File: src/source/tcdm_consts.svh
// sizing constants; TCDM_NB_CHAN must be a power of two with TCDM_ID_W = log2 of it
`ifndef TCDM_CONSTS_SVH
`define TCDM_CONSTS_SVH

// initiator channels feeding the mux
`define TCDM_NB_CHAN    4
// channel index carried as request/response id
`define TCDM_ID_W       2

// word address, one address per data word
`define TCDM_ADDR_W     8
`define TCDM_DATA_W     32
// one enable per byte of the data word
`define TCDM_BE_W       4

// depth of the memory target, should match 2**TCDM_ADDR_W
`define TCDM_MEM_WORDS  256
// request buffer between mux and memory
`define TCDM_FIFO_DEPTH 4

`endif
File: src/source/tcdm_pkg.sv
// request/response payload types; the wen field keeps the active-low hci meaning
`default_nettype none

`include "tcdm_consts.svh"

package tcdm_pkg;

  // channel index, used both as priority rank entry and as transaction id
  typedef logic [`TCDM_ID_W-1:0] tcdm_prio_t;

  // what a channel presents together with req
  typedef struct packed {
    // word address
    logic [`TCDM_ADDR_W-1:0] addr;
    // active low write enable: 1 reads, 0 writes
    logic                    wen;
    // write data, ignored for reads
    logic [`TCDM_DATA_W-1:0] data;
    // byte enables, only applied on writes
    logic [`TCDM_BE_W-1:0]   be;
  } tcdm_chan_req_t;

  // request after the mux, stamped with the issuing channel
  typedef struct packed {
    tcdm_chan_req_t        payload;
    // index of the channel that issued the request
    logic [`TCDM_ID_W-1:0] id;
  } tcdm_req_t;

  // response from the memory target
  typedef struct packed {
    // addressed word, after the write for write requests
    logic [`TCDM_DATA_W-1:0] data;
    // id reflected unchanged from the request
    logic [`TCDM_ID_W-1:0]   id;
  } tcdm_rsp_t;

endpackage

`default_nettype wire

File: src/source/tcdm_req_fifo.sv
// first-in first-out request buffer, no bypass so a request waits at least one cycle
`default_nettype none

`include "tcdm_consts.svh"

module tcdm_req_fifo
  import tcdm_pkg::*;
(
  input  logic      clk_i,
  input  logic      rst_ni,
  input  logic      clear_i,

  // write side
  input  logic      in_req,
  input  tcdm_req_t in_data,
  output logic      in_gnt,

  // read side
  output logic      out_req,
  output tcdm_req_t out_data,
  input  logic      out_gnt
);

  localparam int unsigned DEPTH = `TCDM_FIFO_DEPTH;
  localparam int unsigned PTR_W = (DEPTH > 1) ? $clog2(DEPTH) : 1;
  localparam int unsigned CNT_W = $clog2(DEPTH + 1);

  // entries hold payload and id untouched
  tcdm_req_t              mem_q [DEPTH];
  logic [PTR_W-1:0]       wr_ptr_q;
  logic [PTR_W-1:0]       rd_ptr_q;
  logic [CNT_W-1:0]       count_q;
  logic                   push;
  logic                   pop;

  assign in_gnt  = (count_q != CNT_W'(DEPTH));
  assign out_req = (count_q != '0);
  // head of queue
  assign out_data = mem_q[rd_ptr_q];

  assign push = in_req & in_gnt;
  assign pop  = out_req & out_gnt;

  always_ff @(posedge clk_i or negedge rst_ni) begin : ctrl_ff
    if (!rst_ni) begin
      wr_ptr_q <= '0;
      rd_ptr_q <= '0;
      count_q  <= '0;
    end else if (clear_i) begin
      // drop everything still queued
      wr_ptr_q <= '0;
      rd_ptr_q <= '0;
      count_q  <= '0;
    end else begin
      if (push) begin
        wr_ptr_q <= (wr_ptr_q == PTR_W'(DEPTH - 1)) ? '0 : wr_ptr_q + PTR_W'(1);
      end
      if (pop) begin
        rd_ptr_q <= (rd_ptr_q == PTR_W'(DEPTH - 1)) ? '0 : rd_ptr_q + PTR_W'(1);
      end
      // count only changes when exactly one side moves
      if (push && !pop) begin
        count_q <= count_q + CNT_W'(1);
      end else if (pop && !push) begin
        count_q <= count_q - CNT_W'(1);
      end
    end
  end

  // storage
  always_ff @(posedge clk_i) begin : data_ff
    if (push) begin
      mem_q[wr_ptr_q] <= in_data;
    end
  end

endmodule

`default_nettype wire

File: config.mk
export PLATFORM = sky130hd
export DESIGN_NAME = tcdm_req_fifo
export DESIGN_NICKNAME = d
export VERILOG_FILES = /design/src/source/tcdm_pkg.sv /design/src/source/tcdm_req_fifo.sv
export VERILOG_INCLUDE_DIRS = /design/src /design/src/source
export SDC_FILE = /design/constraint.sdc
export NUM_CORES = 1
export LEC_CHECK = 0
export ABC_AREA = 0
export BUFFER_PORTS_ARGS = -buffer_cell sky130_fd_sc_hd__buf_4
export CORE_ASPECT_RATIO = 0.6
export CORE_MARGIN = 4
export CORE_UTILIZATION = 31
export CTS_CLUSTER_DIAMETER = 60
export DETAILED_ROUTE_END_ITERATION = 6
export GPL_ROUTABILITY_DRIVEN = 0
export GPL_TIMING_DRIVEN = 0
export PLACE_DENSITY = 0.54
export SLEW_MARGIN = 20
export SYNTH_ARGS = -nofsm -noshare
export SYNTH_HDL_FRONTEND = slang
export SYNTH_SLANG_ARGS = --single-unit
File: constraint.sdc
create_clock -name clk_i -period 2.43 [get_ports clk_i]
set_input_delay 0 -clock clk_i [delete_from_list [all_inputs] [get_ports clk_i]]
set_output_delay 0 -clock clk_i [all_outputs]
set_load 0.05 [all_outputs]
* Yosys cells after proc, flatten, opt, wreduce, memory -nomap -nowiden *
Memory sizes are Yosys's and may differ from the RTL's.
Cells that the tools add are included.
Widths: inputs -> output; s select.

storage, ports and cells
  bits in registers = 7
  bits in latches = 0
  word-level logic and storage cells = 32
  memories kept = 1
  bits in writable memories = 188
  memory bits (read-only) = 0
  output and inout port bits = 49

cells by class
  divide/modulo/power cells = 0
  multiplexer cells = 11
  $mul = 0
  shift operators = 0
  reductions and logical operators = 8
  $add $sub $neg = 4
  bitwise gates (word level) = 2
  equal/unequal tests = 3
  order comparisons = 0

memories
  memory  words  bits a word  rd ports  clocked after Yosys merged registers in  wr ports  line                 text
  mem_q   4      47           1         0                                        1         tcdm_req_fifo.sv:29  tcdm_req_t mem_q [DEPTH];

operator list
  operator             count
  $mux 2               6
  $mux 3               3
  $reduce_bool 3->1    2
  $add 2x1->2 const B  2
  $eq 2x2->1 const B   2
  $reduce_bool 2->1    2
  $add 3x1->3 const B  1
  $ne 3x3->1 const B   1
  $sub 3x1->3 const B  1
  $and 1x1->1          2
  $logic_and 1x1->1    2
  $logic_not 1->1      2
  $mux 1               2

* Depth between registers and ports, before layout *
  depth in word-level cells = 7
  depth in mapped cells = 7
  gate-level depth less buffers = 6

* Worst setup path before layout *
OpenSTA, ideal clock, no wires.

  kind = register to register
  start point = reg count_q[2]
  end point = mem mem_q[1][0] (netlist name) (enable)
  period minus slack after synthesis = 2.700 ns
  data required time = 2.020 ns
  data arrival time = 2.291 ns
  setup time = 0.410 ns
  cell stages (with the launch flop) = 5
  slack = -0.270 ns
  cells stage by stage = dfrtp_1 buf_2 nor3b_2 inv_1 and3_1

on the way
  cells in the longest elaborated chain, start to end = 4

ends and longest elaborated chain
  item                          line                 text
  start, declared               tcdm_req_fifo.sv:32  logic [CNT_W-1:0] count_q;
  start signal, assigned        tcdm_req_fifo.sv:63  count_q <= count_q + CNT_W'(1);
  start signal, assigned        tcdm_req_fifo.sv:65  count_q <= count_q - CNT_W'(1);
  $ne 3x3->1                    tcdm_req_fifo.sv:36  assign in_gnt = (count_q != CNT_W'(DEPTH));
  via in_gnt                    tcdm_req_fifo.sv:16  output logic in_gnt,
  $and 1x1->1                   tcdm_req_fifo.sv:41  assign push = in_req & in_gnt;
  $mux 1                        tcdm_req_fifo.sv:72  if (push) begin
  $mux 1 (not written as such)  tcdm_req_fifo.sv:73  mem_q[wr_ptr_q] <= in_data;
  end, declared                 tcdm_req_fifo.sv:29

The timed path passes the listed nets, and every way through them passes these cells.

* Worst setup path after layout *
  start point = reg count_q[0]
  end point = reg count_q[2]

on the way
  cells in the longest elaborated chain, start to end = 6
  elaborated cells on any way between the ends = 14

ends and longest elaborated chain
  item
  branches (longest 6 deep; another with $sub 3x1->3)

Several ways; the timed one is not identified. The select of a mux whose other input is x is not followed.
A chain may end at the register's enable or synchronous reset.

==> metrics.cfg <==
[outcome]
status = finished, final reports clean

[flow_run]
maxCapViolCount = 0

[grt]
grt_usage = 0.116
grt_pass1_vias = 4000
grt_remaining_overflow = 0
grt_antenna_before_repair = 1
grt_pass1_wl_um = 22500
grt_max_degree = 48

[floorplan]
design.portCount = 101
start_util = 0.317
die_h_um = 127
row_count = 43
die_area_um2 = 26300
core_area_um2 = 23200
die_w_um = 207

[critical_path]
worst-path-max-fanout = 8
rr_worst_depth = 6
path_class = flop to flop
arrival_ns = 2.54
cp-end-kind = flop
worstPathRequired_ns = 2.80
start_kind = flop

[cts]
numCtsBuffers = 17
cts_num_sinks = 195
ctsHtreeMaxLevel = 4
clk_path_buf_depth = 2
cts_resized = 0
hold_buffers = 52
path_clk_slew_ns = 0.07
root_buffer = clkbuf_16
cts_tree = done
postCtsSetupBuffers = 0
clkLatencyLatePin_ns = 0.43

[layout]
area_delta_synth_final_pct = 30.3
fin_nets = 533
drive_gt1_frac = 0.398
layout.cells.most_common = edfxtp_1
mostFrequentLayoutCells = 188 x edfxtp_1, 100 x buf_4, 52 x dlygate4sd3_1

[sta]
finalMaxSlewViolations = 0
finalSetupTns_ns = 0
slew_headroom = 0.483
setup_violations = 0
fmax_mhz = 459
fin_skew_ns = 0.00902
worst_pin_slew_ns = 0.776
rsz0062_at_grt = false
period_minus_slack_ns = 2.18
fin_ws_ns = 0.253
final_hold_viol_count = 0
fin_crit_sh = 0.896

[hold_path]
hp-class = input pin to flop
whs_path_depth = 4

[routing]
wire_per_inst_um = 17.9
vias = 3570
ant_nets = 0
drt_wl_total_um = 14400
vias_per_cell = 4.44
drtPass1Iterations = 4
drc_errors = 0
drt_iter0_markers = 140

[synth]
synthCells = 307
synth_edf_count = 188
yosysTopAreaCell = edfxtp_1
ys.flop_type = edfxtp_1
synthArstFlopShare = 0.0359
ys_types = 31
yosys.area.top_type_share = 0.768
ys_ff_latch = 195
synth_area_leaders = edfxtp_1 77%, mux4_2 14%, dfrtp_1 2.4%
synth-warning-count = 0
syn-num-nets = 365
syn_avg_cell_area_um2 = 24.0
syn-cell-area_um2 = 7350
ys_seq_area_frac = 0.792

[power_and_ir_drop]
power_frac_clock = 0.274
peakVddDrop_uv = 508
p_leak_uw = 0.00324
p_switching_uw = 3160
seqPwrFrac = 0.423
p_int_uw = 6500
p_per_area_nw_per_um2 = 1010
power.share.combinational = 0.302
p_sw_frac = 0.327

[place]
hpwlAfterDp_um = 8760
io_buffer_count = 97
preCtsSetupSlack_ns = 0.288

metrics by stage:
step	util	cells	total power (uW)	area [um2]	hold WS [ns]
4_1_cts	0.413	803	9820	9580	0.0179
5_1_grt	0.413	804	10100	9580	0.0314
3_5_place_dp	0.366	719	7070	8500	-0.180
6_report	0.413	804	9660	9580	0.0528
2_1_floorplan	-	307	6200	7360	-0.296
3_3_place_gp	0.366	719	7030	8480	-0.181
state kept, by name (all words and copies together), names as in the netlist:
signal,flops
rd_ptr_q,2
count_q,3
mem_q,188
wr_ptr_q,2
critical path, stage by stage, from the launching register on:
cell	delay (ns)
dfrtp_1	0.47
nor3b_2	0.33
nor3_1	0.11
fa_1	0.47
a21bo_2	0.25
a311oi_1	0.27
o311a_1	0.21
worst paths after layout:
check	end	start	slack [ns]
max	count_q[2]	count_q[0]	0.25
min	rd_ptr_q[0]	out_gnt	0.05
max reg2reg	count_q[2]	count_q[0]	0.25
min reg2reg	wr_ptr_q[0]	wr_ptr_q[0]	0.64
max in group asynchronous	wr_ptr_q[1]	rst_ni	1.63
min in group asynchronous	wr_ptr_q[0]	rst_ni	0.55
cells in the mapped netlist (2+ instances only):
master / n
dfrtp_1: 7
clkbuf_1: 3
edfxtp_1: 188
nand3b_1: 2
mux2i_1: 3
a21oi_1: 3
or3_1: 2
ha_1: 5
buf_4: 3
buf_6: 2
mux2_2: 2
nor2_1: 8
o21ai_0: 2
buf_2: 6
and3_1: 4
inv_1: 6
mux4_2: 47
metal layers:
layer  track usage  wire length (um)
met1         0.153              6450
met2         0.179              6830
met3        0.0391               895
met4        0.0419               244
met5             0                 0
final cells by class:
cell class              count  area [um2]
fillers                  2044       13600
flip-flops and latches    195        5820
multi-input cells          91        1420
repair buffers            149        1250
clock buffers              18         429
well taps                 315         394
clock inverters            14         130
plain buffers              15         106
inverters                   6        22.5
diodes                      1        2.50
kinds of logic after synthesis:
kind of cell / count (synthesis) / share of synthesized area
DFF: 195 / 0.792
buffers and inverters: 21 / 0.0175
adders and majority gates: 6 / 0.0112
and+or+nand+nor: 22 / 0.0172
AOI/OAI and AO/OA: 11 / 0.0114
muxes: 52 / 0.151
power by group through the flow:
stage                     combinational, uW  clock (uW)  sequential, uW
after global routing                   3110        2890            4110
after CTS                              2990        2740            4090
after floorplan                        2060           0            4130
after global placement                 2880           0            4150
final                                  2920        2650            4090
after detailed placement               2910           0            4170
Power figures use the tool's default switching activity.
