## src/source/tcdm_consts.svh

```systemverilog
// sizing constants; TCDM_NB_CHAN must be a power of two with TCDM_ID_W = log2 of it
`ifndef TCDM_CONSTS_SVH
`define TCDM_CONSTS_SVH

// initiator channels feeding the mux
`define TCDM_NB_CHAN    4
// channel index carried as request/response id
`define TCDM_ID_W       2

// word address, one address per data word
`define TCDM_ADDR_W     8
`define TCDM_DATA_W     32
// one enable per byte of the data word
`define TCDM_BE_W       4

// depth of the memory target, should match 2**TCDM_ADDR_W
`define TCDM_MEM_WORDS  256
// request buffer between mux and memory
`define TCDM_FIFO_DEPTH 4

`endif
```

## src/source/tcdm_pkg.sv

```systemverilog
// request/response payload types; the wen field keeps the active-low hci meaning
`default_nettype none

`include "tcdm_consts.svh"

package tcdm_pkg;

  // channel index, used both as priority rank entry and as transaction id
  typedef logic [`TCDM_ID_W-1:0] tcdm_prio_t;

  // what a channel presents together with req
  typedef struct packed {
    // word address
    logic [`TCDM_ADDR_W-1:0] addr;
    // active low write enable: 1 reads, 0 writes
    logic                    wen;
    // write data, ignored for reads
    logic [`TCDM_DATA_W-1:0] data;
    // byte enables, only applied on writes
    logic [`TCDM_BE_W-1:0]   be;
  } tcdm_chan_req_t;

  // request after the mux, stamped with the issuing channel
  typedef struct packed {
    tcdm_chan_req_t        payload;
    // index of the channel that issued the request
    logic [`TCDM_ID_W-1:0] id;
  } tcdm_req_t;

  // response from the memory target
  typedef struct packed {
    // addressed word, after the write for write requests
    logic [`TCDM_DATA_W-1:0] data;
    // id reflected unchanged from the request
    logic [`TCDM_ID_W-1:0]   id;
  } tcdm_rsp_t;

endpackage

`default_nettype wire

```

## src/source/tcdm_mux_ooo.sv

```systemverilog
// forced ranks that leave a channel out never grant it; responses must carry the issuing id
`default_nettype none

`include "tcdm_consts.svh"

module tcdm_mux_ooo
  import tcdm_pkg::*;
(
  input  logic                                  clk_i,
  input  logic                                  rst_ni,
  input  logic                                  clear_i,

  // external ranking, rank 0 first
  input  logic                                  priority_force_i,
  input  tcdm_prio_t     [`TCDM_NB_CHAN-1:0]    priority_i,

  // channel side
  input  logic           [`TCDM_NB_CHAN-1:0]    chan_req,
  input  tcdm_chan_req_t [`TCDM_NB_CHAN-1:0]    chan_req_data,
  output logic           [`TCDM_NB_CHAN-1:0]    chan_gnt,
  output logic           [`TCDM_NB_CHAN-1:0]    chan_r_valid,
  output logic           [`TCDM_DATA_W-1:0]     chan_r_data,
  input  logic           [`TCDM_NB_CHAN-1:0]    chan_r_ready,

  // request towards the buffer
  output logic                                  mux_req,
  output tcdm_req_t                             mux_req_data,
  input  logic                                  mux_gnt,

  // response from memory
  input  logic                                  mem_r_valid,
  input  tcdm_rsp_t                             mem_r_data,
  output logic                                  mem_r_ready
);

  localparam int unsigned NB_CHAN = `TCDM_NB_CHAN;

  // rotating start point of the ranking
  tcdm_prio_t                 rr_counter_q;
  // channel index at each rank position
  tcdm_prio_t [NB_CHAN-1:0]   rank_list;
  tcdm_prio_t                 winner;
  logic                       winner_valid;
  logic                       mux_accept;

  // counter moves on every transfer into the buffer
  assign mux_accept = mux_req & mux_gnt;

  always_ff @(posedge clk_i or negedge rst_ni) begin : rr_counter_ff
    if (!rst_ni) begin
      rr_counter_q <= '0;
    end else if (clear_i) begin
      rr_counter_q <= '0;
    end else if (mux_accept) begin
      // wrap explicitly, channel count need not fill the counter range
      if (rr_counter_q == tcdm_prio_t'(NB_CHAN - 1)) begin
        rr_counter_q <= '0;
      end else begin
        rr_counter_q <= rr_counter_q + tcdm_prio_t'(1);
      end
    end
  end

  // rank r names channel (counter + r) mod N unless ranks are forced
  for (genvar r = 0; r < NB_CHAN; r++) begin : gen_rank
    assign rank_list[r] = priority_force_i ? priority_i[r]
                        : tcdm_prio_t'((int'(rr_counter_q) + r) % NB_CHAN);
  end

  // winner takes all: first requesting channel in rank order
  always_comb begin : wta_comb
    winner       = rank_list[0];
    winner_valid = 1'b0;
    for (int r = 0; r < NB_CHAN; r++) begin
      if (!winner_valid && chan_req[rank_list[r]]) begin
        winner       = rank_list[r];
        winner_valid = 1'b1;
      end
    end
  end

  // forward the winning request, id is the channel index
  assign mux_req              = winner_valid;
  assign mux_req_data.payload = chan_req_data[winner];
  assign mux_req_data.id      = winner;

  for (genvar k = 0; k < NB_CHAN; k++) begin : gen_chan
    // only the winner sees the buffer's grant
    assign chan_gnt[k]     = winner_valid & mux_gnt & (winner == tcdm_prio_t'(k));
    // response id selects exactly one channel
    assign chan_r_valid[k] = mem_r_valid & (mem_r_data.id == tcdm_prio_t'(k));
  end

  // data is shared, valid tells who owns it
  assign chan_r_data = mem_r_data.data;

  // back-pressure comes from the channel the response belongs to
  assign mem_r_ready = chan_r_ready[mem_r_data.id];

endmodule

`default_nettype wire

```

## config.mk

```make
export PLATFORM = sky130hd
export DESIGN_NAME = tcdm_mux_ooo
export DESIGN_NICKNAME = d
export VERILOG_FILES = /design/src/source/tcdm_pkg.sv /design/src/source/tcdm_mux_ooo.sv
export VERILOG_INCLUDE_DIRS = /design/src /design/src/source
export SDC_FILE = /design/constraint.sdc
export NUM_CORES = 1
export LEC_CHECK = 0
export BUFFER_PORTS_ARGS = -buffer_cell sky130_fd_sc_hd__buf_2
export CAP_MARGIN = 10
export CORE_AREA = 2 2 125 127
export CTS_CLUSTER_SIZE = 30
export DETAILED_ROUTE_END_ITERATION = 7
export DIE_AREA = 0 0 127 129
export PLACE_DENSITY = 0.59
export SYNTH_ARGS = -nofsm -noshare
export SYNTH_HDL_FRONTEND = slang
export SYNTH_SLANG_ARGS = --single-unit
export TNS_END_PERCENT = 100
```

## constraint.sdc

```tcl
create_clock -name clk_i -period 2.8 [get_ports clk_i]
set_input_delay 0.28 -clock clk_i [delete_from_list [all_inputs] [get_ports clk_i]]
set_output_delay 0.28 -clock clk_i [all_outputs]
set_load 0.01 [all_outputs]
```

# After elaboration in Yosys (flattened, before gate mapping)
# Cells that the tools add are included.
dict set report word_totals {
  word_cells 62
  in_bits 236
  reg_bits 2
  out_inout_bits 89
}
dict set report classes {
  n_reduce_logical 9
  add_sub_neg 4
  muxes 26
  n_eq_ne 7
  order_cmp 6
  n_bitwise 9
}
# cell n
set op_table {}
lappend op_table {{45-bit binary-select mux with 2-bit select} 1}
lappend op_table {{45-bit 2-to-1 mux} 1}
lappend op_table {{2-bit 2-to-1 mux} 10}
lappend op_table {{2-bit by 3-bit less-than comparator with 1-bit output, second input constant} 6}
lappend op_table {{1-bit binary-select mux with 2-bit select} 5}
lappend op_table {{2-bit == test, second input constant} 5}
lappend op_table {{1-bit bitwise AND} 9}
lappend op_table {{1-bit 2-to-1 mux} 9}
lappend op_table {{2-bit by 1-bit adder with 2-bit output, second input constant} 2}
lappend op_table {{2-bit adder, second input constant} 2}
lappend op_table {{2-bit by 1-bit == test with 1-bit output, second input constant} 2}
lappend op_table {{2-bit logical NOT} 2}
lappend op_table {{1-bit logical AND} 3}
lappend op_table {{1-bit logical NOT} 3}
lappend op_table {{2-bit nonzero test} 1}

# Depth between registers and ports, before layout
# Gate-level depths: netlist (run 1).
dict set report logic_depth {
  ltp_word 16
  depth_mapped 11
}

# Least setup slack after synthesis (run 1)
# Ideal clock, no wire load.
dict set report synth_timing {
  kind {register to output}
  startpoint {reg rr_counter_q[0]}
  endpoint {out mux_req_data[26] (netlist bit)}
  setup_slack_ns 0.057
  required_time_ns 2.520
  path_stages_with_launch 10
  t_arrival_ns 2.463
  path_buffers 3
  cell_sequence {dfrtp_1 buf_4 xor2_1 o21ai_1 mux4_2 and4bb_1 a31oi_2 buf_6 buf_4 mux2i_1}
}
# item line
set synth_rtl {}
lappend synth_rtl {{from (decl)} tcdm_mux_ooo.sv:39} ;# tcdm_prio_t rr_counter_q;
lappend synth_rtl {{from (signal assigned)} tcdm_mux_ooo.sv:59} ;# rr_counter_q <= rr_counter_q + tcdm_prio_t'(1);
lappend synth_rtl {{to (decl)} tcdm_mux_ooo.sv:27} ;# output tcdm_req_t mux_req_data,

==> out/qor.csv, run 1 <==
stage;metric;value;unit
worst_setup_path;slowest_stage;mux4_2;
drt;vias;2865;
grt;grt_max_degree;33;
cells_and_area;largest-register;rr_counter_q;
drt;post_drt_wl_per_cell;15.35;um
hold_path;hold_start;clear_i;
cells_and_area;register_area;50.05;sq um
power_and_ir_drop;ir_drop;0.1835;mV
grt;grt_pass1_wl;14120;um
synthesis;async_flop_share;100.0;%
cts;cts_buffers;3;
sta;period_share;111.2;%
floorplan;placementRows;45;
floorplan;boundaryPins;325;
drt;wl;10830;um
hold_path;holdPathStages;2;
cells_and_area;area_growth;87.75;%
cts;cts_root_buf;clkbuf_16;
cells_and_area;largest_reg_flops;2;
grt;antenna_found_initial;0;
worst_setup_path;cp-end-kind;primary output;
power_and_ir_drop;power.leakage;0.002329;uW
place;place_ws;-0.1562;ns
grt;overflow;0;
synthesis;synth_area;2318;sq um
worst_setup_path;crit_buf_inv;3;
worst_setup_path;critical_path.top_delay_family;multiplexers;
place;port-buffer-count;260;
worst_setup_path;path_max_fanout;16;
floorplan;die_h;129;um
cts;cts_sinks;2;
status;violations;negative setup slack;
worst_setup_path;r2r_slack;0.47;ns
synthesis;synthDistinctLibCells;35;
synthesis;synthCells;253;
drt;first_pass_iters;4;
worst_setup_path;cp.arrival;2.83;ns
drt;drt_iter0_drc;89;
cts;clk_latency;0.22;ns
sta;slew_headroom;73.43;%
place;dp_hpwl;8346;um
synthesis;yosys_warnings;0;
run;drv_cap;0;
power_and_ir_drop;power_frac_comb;89.5;%
worst_setup_path;cpMostUsedCell;mux2i_1;
cts;h-tree-depth;1;
grt;first_global_vias;2707;
sta;worst_slew_pin_slew;0.3908;ns
sta;finalSetupTns;-12.35;ns
synthesis;ys_ff_latch;2;
floorplan;dieArea;16380;sq um
synthesis;synth_edf_count;0;
sta;setup_viol;49;
cells_and_area;multi_input_area;2013;sq um
sta;finClkSkew;0.001233;ns
worst_setup_path;crit_type;flip-flop to primary output;
sta;worst_slack;-0.3129;ns
cells_and_area;nFillCells;1616;
worst_setup_path;worst_ep_required_time;2.52;ns
cells_and_area;layout_common_cells;buf_2, mux2i_1, buf_4, buf_12, nor2_1;
status;status;complete, but fails checks;
power_and_ir_drop;powerDensity;560.6;nW/um^2
power_and_ir_drop;internal-power;1408;uW
synthesis;ys_seq_area_share;2.159;%
worst_setup_path;cpPeakStageDelay;0.55;ns
worst_setup_path;worstReg2RegStart;rr_counter_q[0];
sta;final_hold_viol_count;0;
cells_and_area;antenna_cells;0;
cells_and_area;drive_above_1_share;66.34;%
cts;cts_buffer_depth;2;
sta;rsz0062_at_grt;yes;
sta;period_needed;3.113;ns
worst_setup_path;worstPathCellList;xor2_2 -> o21ai_2 -> mux4_2 -> nor2b_4 -> o211ai_2 -> nand3_4 -> buf_12 -> buf_4 -> mux2i_1 -> mux2i_1 -> buf_2;
floorplan;design.core.area;14980;sq um
drt;post-route-drc-count;0;
synthesis;synthFlopType;dfrtp_1;
synthesis;syn_nets;489;
cells_and_area;top_regs;rr_counter_q x2;
cts;cts_tree;built;
power_and_ir_drop;sequentialPowerShare;1.5;%
sta;timing.fmax;0.3212;GHz
cells_and_area;nNetsFinal;755;
floorplan;die_width;127;um
power_and_ir_drop;power_switching;1032;uW
worst_setup_path;reg2reg_to;rr_counter_q[1];
cts;clk_pin_slew;0.03;ns
drt;vias_per_cell;4.064;
place;dpl-instance-area;3770;sq um
power_and_ir_drop;power.share.clock;8.9;%
hold_path;hold_path_class;primary input to flip-flop;
cells_and_area;postLayoutCellArea;4353;sq um
power_and_ir_drop;p_sw_share;42.28;%
sta;drv_slew;0;
cells_and_area;finish.utilization;29.06;%
place;gp_congestion;0.7802;
hold_path;hold_end;rr_counter_q[1];
grt;globalRouteTotalUtil;10.95;%
drt;postRouteAntennaNets;0;
worst_setup_path;critPathLaunchType;flip-flop;
worst_setup_path;reg2regPathDepth;12;
sta;timing.hold.ws;0.2298;ns
cells_and_area;final_common_cell;buf_2;
floorplan;initial_utilization;15.48;%
synthesis;avgSynthCellArea;9.164;sq um
worst reg2reg max path, cell delays in order (launching register included):
cell and delay (ns):
dfrtp_1 0.40, buf_4 0.19, mux2i_4 0.20, mux2i_1 0.13
mux2i_2 0.35, a21oi_4 0.08, buf_4 0.15, buf_4 0.12
a21boi_1 0.15, buf_4 0.18, nand2_1 0.07, xor2_1 0.13
nor2_1 0.06
worst max-delay path by stage:
stage                          start  cells past startpoint               end  slack [ns]
floorplan            rr_counter_q[0]                      9  mux_req_data[26]        0.06
global placement    priority_force_i                     10  mux_req_data[18]        -0.1
detailed placement  priority_force_i                     11  mux_req_data[44]       -0.16
CTS                  rr_counter_q[1]                     11   mux_req_data[5]       -0.30
global route         rr_counter_q[1]                     11  mux_req_data[42]       -0.43
finish               rr_counter_q[1]                     11   mux_req_data[9]       -0.31
metrics by stage:
step | instances | power (uW)
after detailed placement | 685 | 1787
after global routing | 705 | 2599
after CTS | 698 | 2244
after floorplan | 253 | 1165
after global placement | 685 | 1778
final | 705 | 2440
cells by family after synthesis:
| family | synth area share, % |
|---|---|
| AND/OR/NAND/NOR | 8.203 |
| buffers and inverters | 17.75 |
| multiplexers | 66.00 |
| AO/OA/AOI/OAI | 4.749 |
| XOR/XNOR | 1.134 |
| flip-flops | 2.159 |
synthesized netlist by cell type, types with 2 or more instances:
library cell | instances | share of area, %
mux2i_1 | 142 | 61
buf_4 | 34 | 11
nor2_1 | 10 | 1.6
nand2_1 | 8 | 1.3
a21oi_1 | 5 | 1.1
buf_6 | 5 | 2.4
buf_8 | 4 | 2.6
clkbuf_4 | 4 | 1.3
o21ai_1 | 4 | 0.86
mux2i_2 | 3 | 1.8
nand3b_1 | 3 | 0.97
and3_1 | 2 | 0.54
buf_2 | 2 | 0.43
dfrtp_1 | 2 | 2.2
mux4_2 | 2 | 1.9
nand2b_1 | 2 | 0.54
nand3_1 | 2 | 0.43
xor2_1 | 2 | 0.76
per-layer routing:
metal	track usage (%)	share of wire, %	wire length, um
met1	12.81	41	4446
met2	21.22	51	5513
met3	1.871	7.3	787
met4	1.681	0.72	78
met5	0	0	0
cell type report:
class                      count  share of cell area [%]
timing repair buffer         310                   45.47
tap                          188                   5.404
sequential                     2                   1.150
clock buffer                   3                   1.725
multi-input combinational    202                   46.25
repair_timing:
action,4_1_cts,5_1_grt
hold endpoints to repair,2,0
setup buffers,6,3
pin swaps,1,2
hold buffers,1,0
setup endpoints to repair,51,50
gates resized for setup,21,26
cloned,3,5
power groups by stage:
stage / clock network [uW] / registers (uW) / logic [uW]
floorplan: 0 / 34.9 / 1130
global placement: 0 / 35.3 / 1740
detailed placement: 0 / 35.7 / 1750
CTS: 222 / 36.2 / 1990
global route: 226 / 37.3 / 2340
finish: 218 / 37.0 / 2180
(Power assumes the default switching activity.)
==> run 2: changes to the inputs <==
--- a/config.mk
+++ b/config.mk
@@ -13,6 +13,7 @@
 export DETAILED_ROUTE_END_ITERATION = 7
 export DIE_AREA = 0 0 127 129
 export PLACE_DENSITY = 0.59
+export RECOVER_POWER = 25
 export SYNTH_ARGS = -nofsm -noshare
 export SYNTH_HDL_FRONTEND = slang
 export SYNTH_SLANG_ARGS = --single-unit
==> out/qor.csv, run 2 (synthesized netlist as in run 1, its figures left out) <==
stage;metric;value;unit;change
cells_and_area;top_regs;rr_counter_q x2;;unchanged
place;gp_congestion;0.7802;;unchanged
floorplan;initial_utilization;15.48;%;unchanged
worst_setup_path;cp.arrival;2.83;ns;about the same
floorplan;die_width;127;um;unchanged
sta;timing.hold.ws;0.2298;ns;unchanged
sta;slew_headroom;73.43;%;unchanged
sta;setup_viol;49;;unchanged
cts;cts_buffers;3;;unchanged
place;place_ws;-0.1562;ns;unchanged
drt;postRouteAntennaNets;0;;unchanged
floorplan;boundaryPins;325;;unchanged
status;violations;negative setup slack;;unchanged
cts;cts_root_buf;clkbuf_16;;unchanged
cells_and_area;area_growth;87.70;%;was 87.75%
sta;finalSetupTns;-12.35;ns;about the same
cts;h-tree-depth;1;;unchanged
grt;antenna_found_initial;0;;unchanged
sta;period_needed;3.113;ns;unchanged
worst_setup_path;crit_type;flip-flop to primary output;;unchanged
worst_setup_path;critical_path.top_delay_family;multiplexers;;unchanged
sta;timing.fmax;0.3212;GHz;unchanged
sta;final_hold_viol_count;0;;unchanged
drt;post_drt_wl_per_cell;15.35;um;unchanged
cells_and_area;layout_common_cells;buf_2, mux2i_1, buf_4, buf_12, nor2_1;;unchanged
worst_setup_path;reg2regPathDepth;12;;unchanged
worst_setup_path;path_max_fanout;16;;unchanged
worst_setup_path;cp.depth;11;;unchanged
cells_and_area;nNetsFinal;755;;unchanged
sta;worst_slew_pin_slew;0.3908;ns;unchanged
power_and_ir_drop;ir_drop;0.1832;mV;was 0.1835 mV
floorplan;die_h;129;um;unchanged
drt;vias;2865;;unchanged
drt;drt_iter0_drc;89;;unchanged
cts;cts_buffer_depth;2;;unchanged
worst_setup_path;cpMostUsedCell;mux2i_1;;unchanged
floorplan;design.core.area;14980;sq um;unchanged
run;drv_cap;0;;unchanged
drt;post-route-drc-count;0;;unchanged
grt;overflow;0;;unchanged
power_and_ir_drop;power.leakage;0.002326;uW;was 0.002329 uW
cells_and_area;drive_above_1_share;66.15;%;was 66.34%
drt;vias_per_cell;4.064;;unchanged
grt;grt_pass1_wl;14120;um;unchanged
worst_setup_path;worst_ep_required_time;2.52;ns;about the same
cells_and_area;largest_reg_flops;2;;unchanged
drt;wl;10830;um;unchanged
hold_path;holdPathStages;2;;unchanged
cells_and_area;antenna_cells;0;;unchanged
grt;first_global_vias;2707;;unchanged
worst_setup_path;cpPeakStageDelay;0.55;ns;about the same
floorplan;dieArea;16380;sq um;unchanged
worst_setup_path;worstPathCellList;xor2_2 -> o21ai_2 -> mux4_2 -> nor2b_4 -> o211ai_2 -> nand3_4 -> buf_12 -> buf_4 -> mux2i_1 -> mux2i_1 -> buf_2;;unchanged
sta;worst_slack;-0.3129;ns;unchanged
sta;drv_slew;0;;unchanged
power_and_ir_drop;powerDensity;560.7;nW/um^2;was 560.6 nW/um^2
hold_path;hold_path_class;primary input to flip-flop;;unchanged
sta;rsz0062_at_grt;yes;;unchanged
floorplan;placementRows;45;;unchanged
grt;globalRouteTotalUtil;10.95;%;unchanged
cts;clk_pin_slew;0.03;ns;about the same
grt;grt_max_degree;33;;unchanged
cts;cts_sinks;2;;unchanged
sta;period_share;111.2;%;unchanged
place;dp_hpwl;8346;um;unchanged
place;port-buffer-count;260;;unchanged
drt;first_pass_iters;4;;unchanged
cts;cts_tree;built;;unchanged
cells_and_area;final_common_cell;buf_2;;unchanged
cts;clk_latency;0.22;ns;about the same
status;status;complete, but fails checks;;unchanged
cells_and_area;largest-register;rr_counter_q;;unchanged
sta;finClkSkew;0.001233;ns;unchanged
worst_setup_path;cp-end-kind;primary output;;unchanged
worst_setup_path;critPathLaunchType;flip-flop;;unchanged
worst_setup_path;crit_buf_inv;3;;unchanged
worst_setup_path;slowest_stage;mux4_2;;unchanged
[run 2: cell types whose count changed in the layout (fill, tap and decap cells not counted), sizes merged]
cell | previous run | this run
buf | 305 | 304
clkbuf | 7 | 8
[run 2: report_power, final]
group	switching, uW	internal (uW)
Combinational	991	1190
Sequential	4.32	32.7
Clock	36.3	182
[run 2: path summary, 6_finish.rpt]
kind	to	slack (ns)	from
setup / recovery	mux_req_data[9]	-0.31	rr_counter_q[1]
setup reg to reg	rr_counter_q[1]	0.47	rr_counter_q[0]
max in group asynchronous	rr_counter_q[0]	2.28	rst_ni
hold reg to reg	rr_counter_q[1]	0.74	rr_counter_q[1]
min in group asynchronous	rr_counter_q[1]	0.39	rst_ni
hold / removal	rr_counter_q[1]	0.23	clear_i
[run 2: layer usage]
metal  global-route usage [%]  routed length, um
met4                    1.681                 78
met5                        0                  0
met1                    12.81               4446
met3                    1.871                787
met2                    21.22               5513
[run 2: area by class of cell]
class / instances / area (sq um)
Tap cell: 188 / 235.2
Timing Repair Buffer: 310 / 1978
Sequential cell: 2 / 50.05
Multi-Input combinational cell: 202 / 2013
Clock buffer: 3 / 75.07
Fill cell: 1617 / 10630
[run 2: repair_timing]
| action | in CTS | in global routing |
|---|---|---|
| setup buffers | 6 | 3 |
| pin swaps | 1 | 2 |
| resized for setup | 21 | 26 |
| gates cloned | 3 | 5 |
| setup endpoints to repair | 51 | 50 |
| endpoints found under the hold margin | 2 | 0 |
| hold buffers | 1 | 0 |
[run 2: metrics by stage]
stage	std cells	power, uW	utilization [%]	area [sq um]
after floorplan	253	1165	-	2318
after global placement	685	1778	25.17	3770
after detailed placement	685	1787	25.17	3770
after CTS	698	2244	27.33	4094
after global routing	705	2599	29.06	4352
final	705	2440	29.06	4352
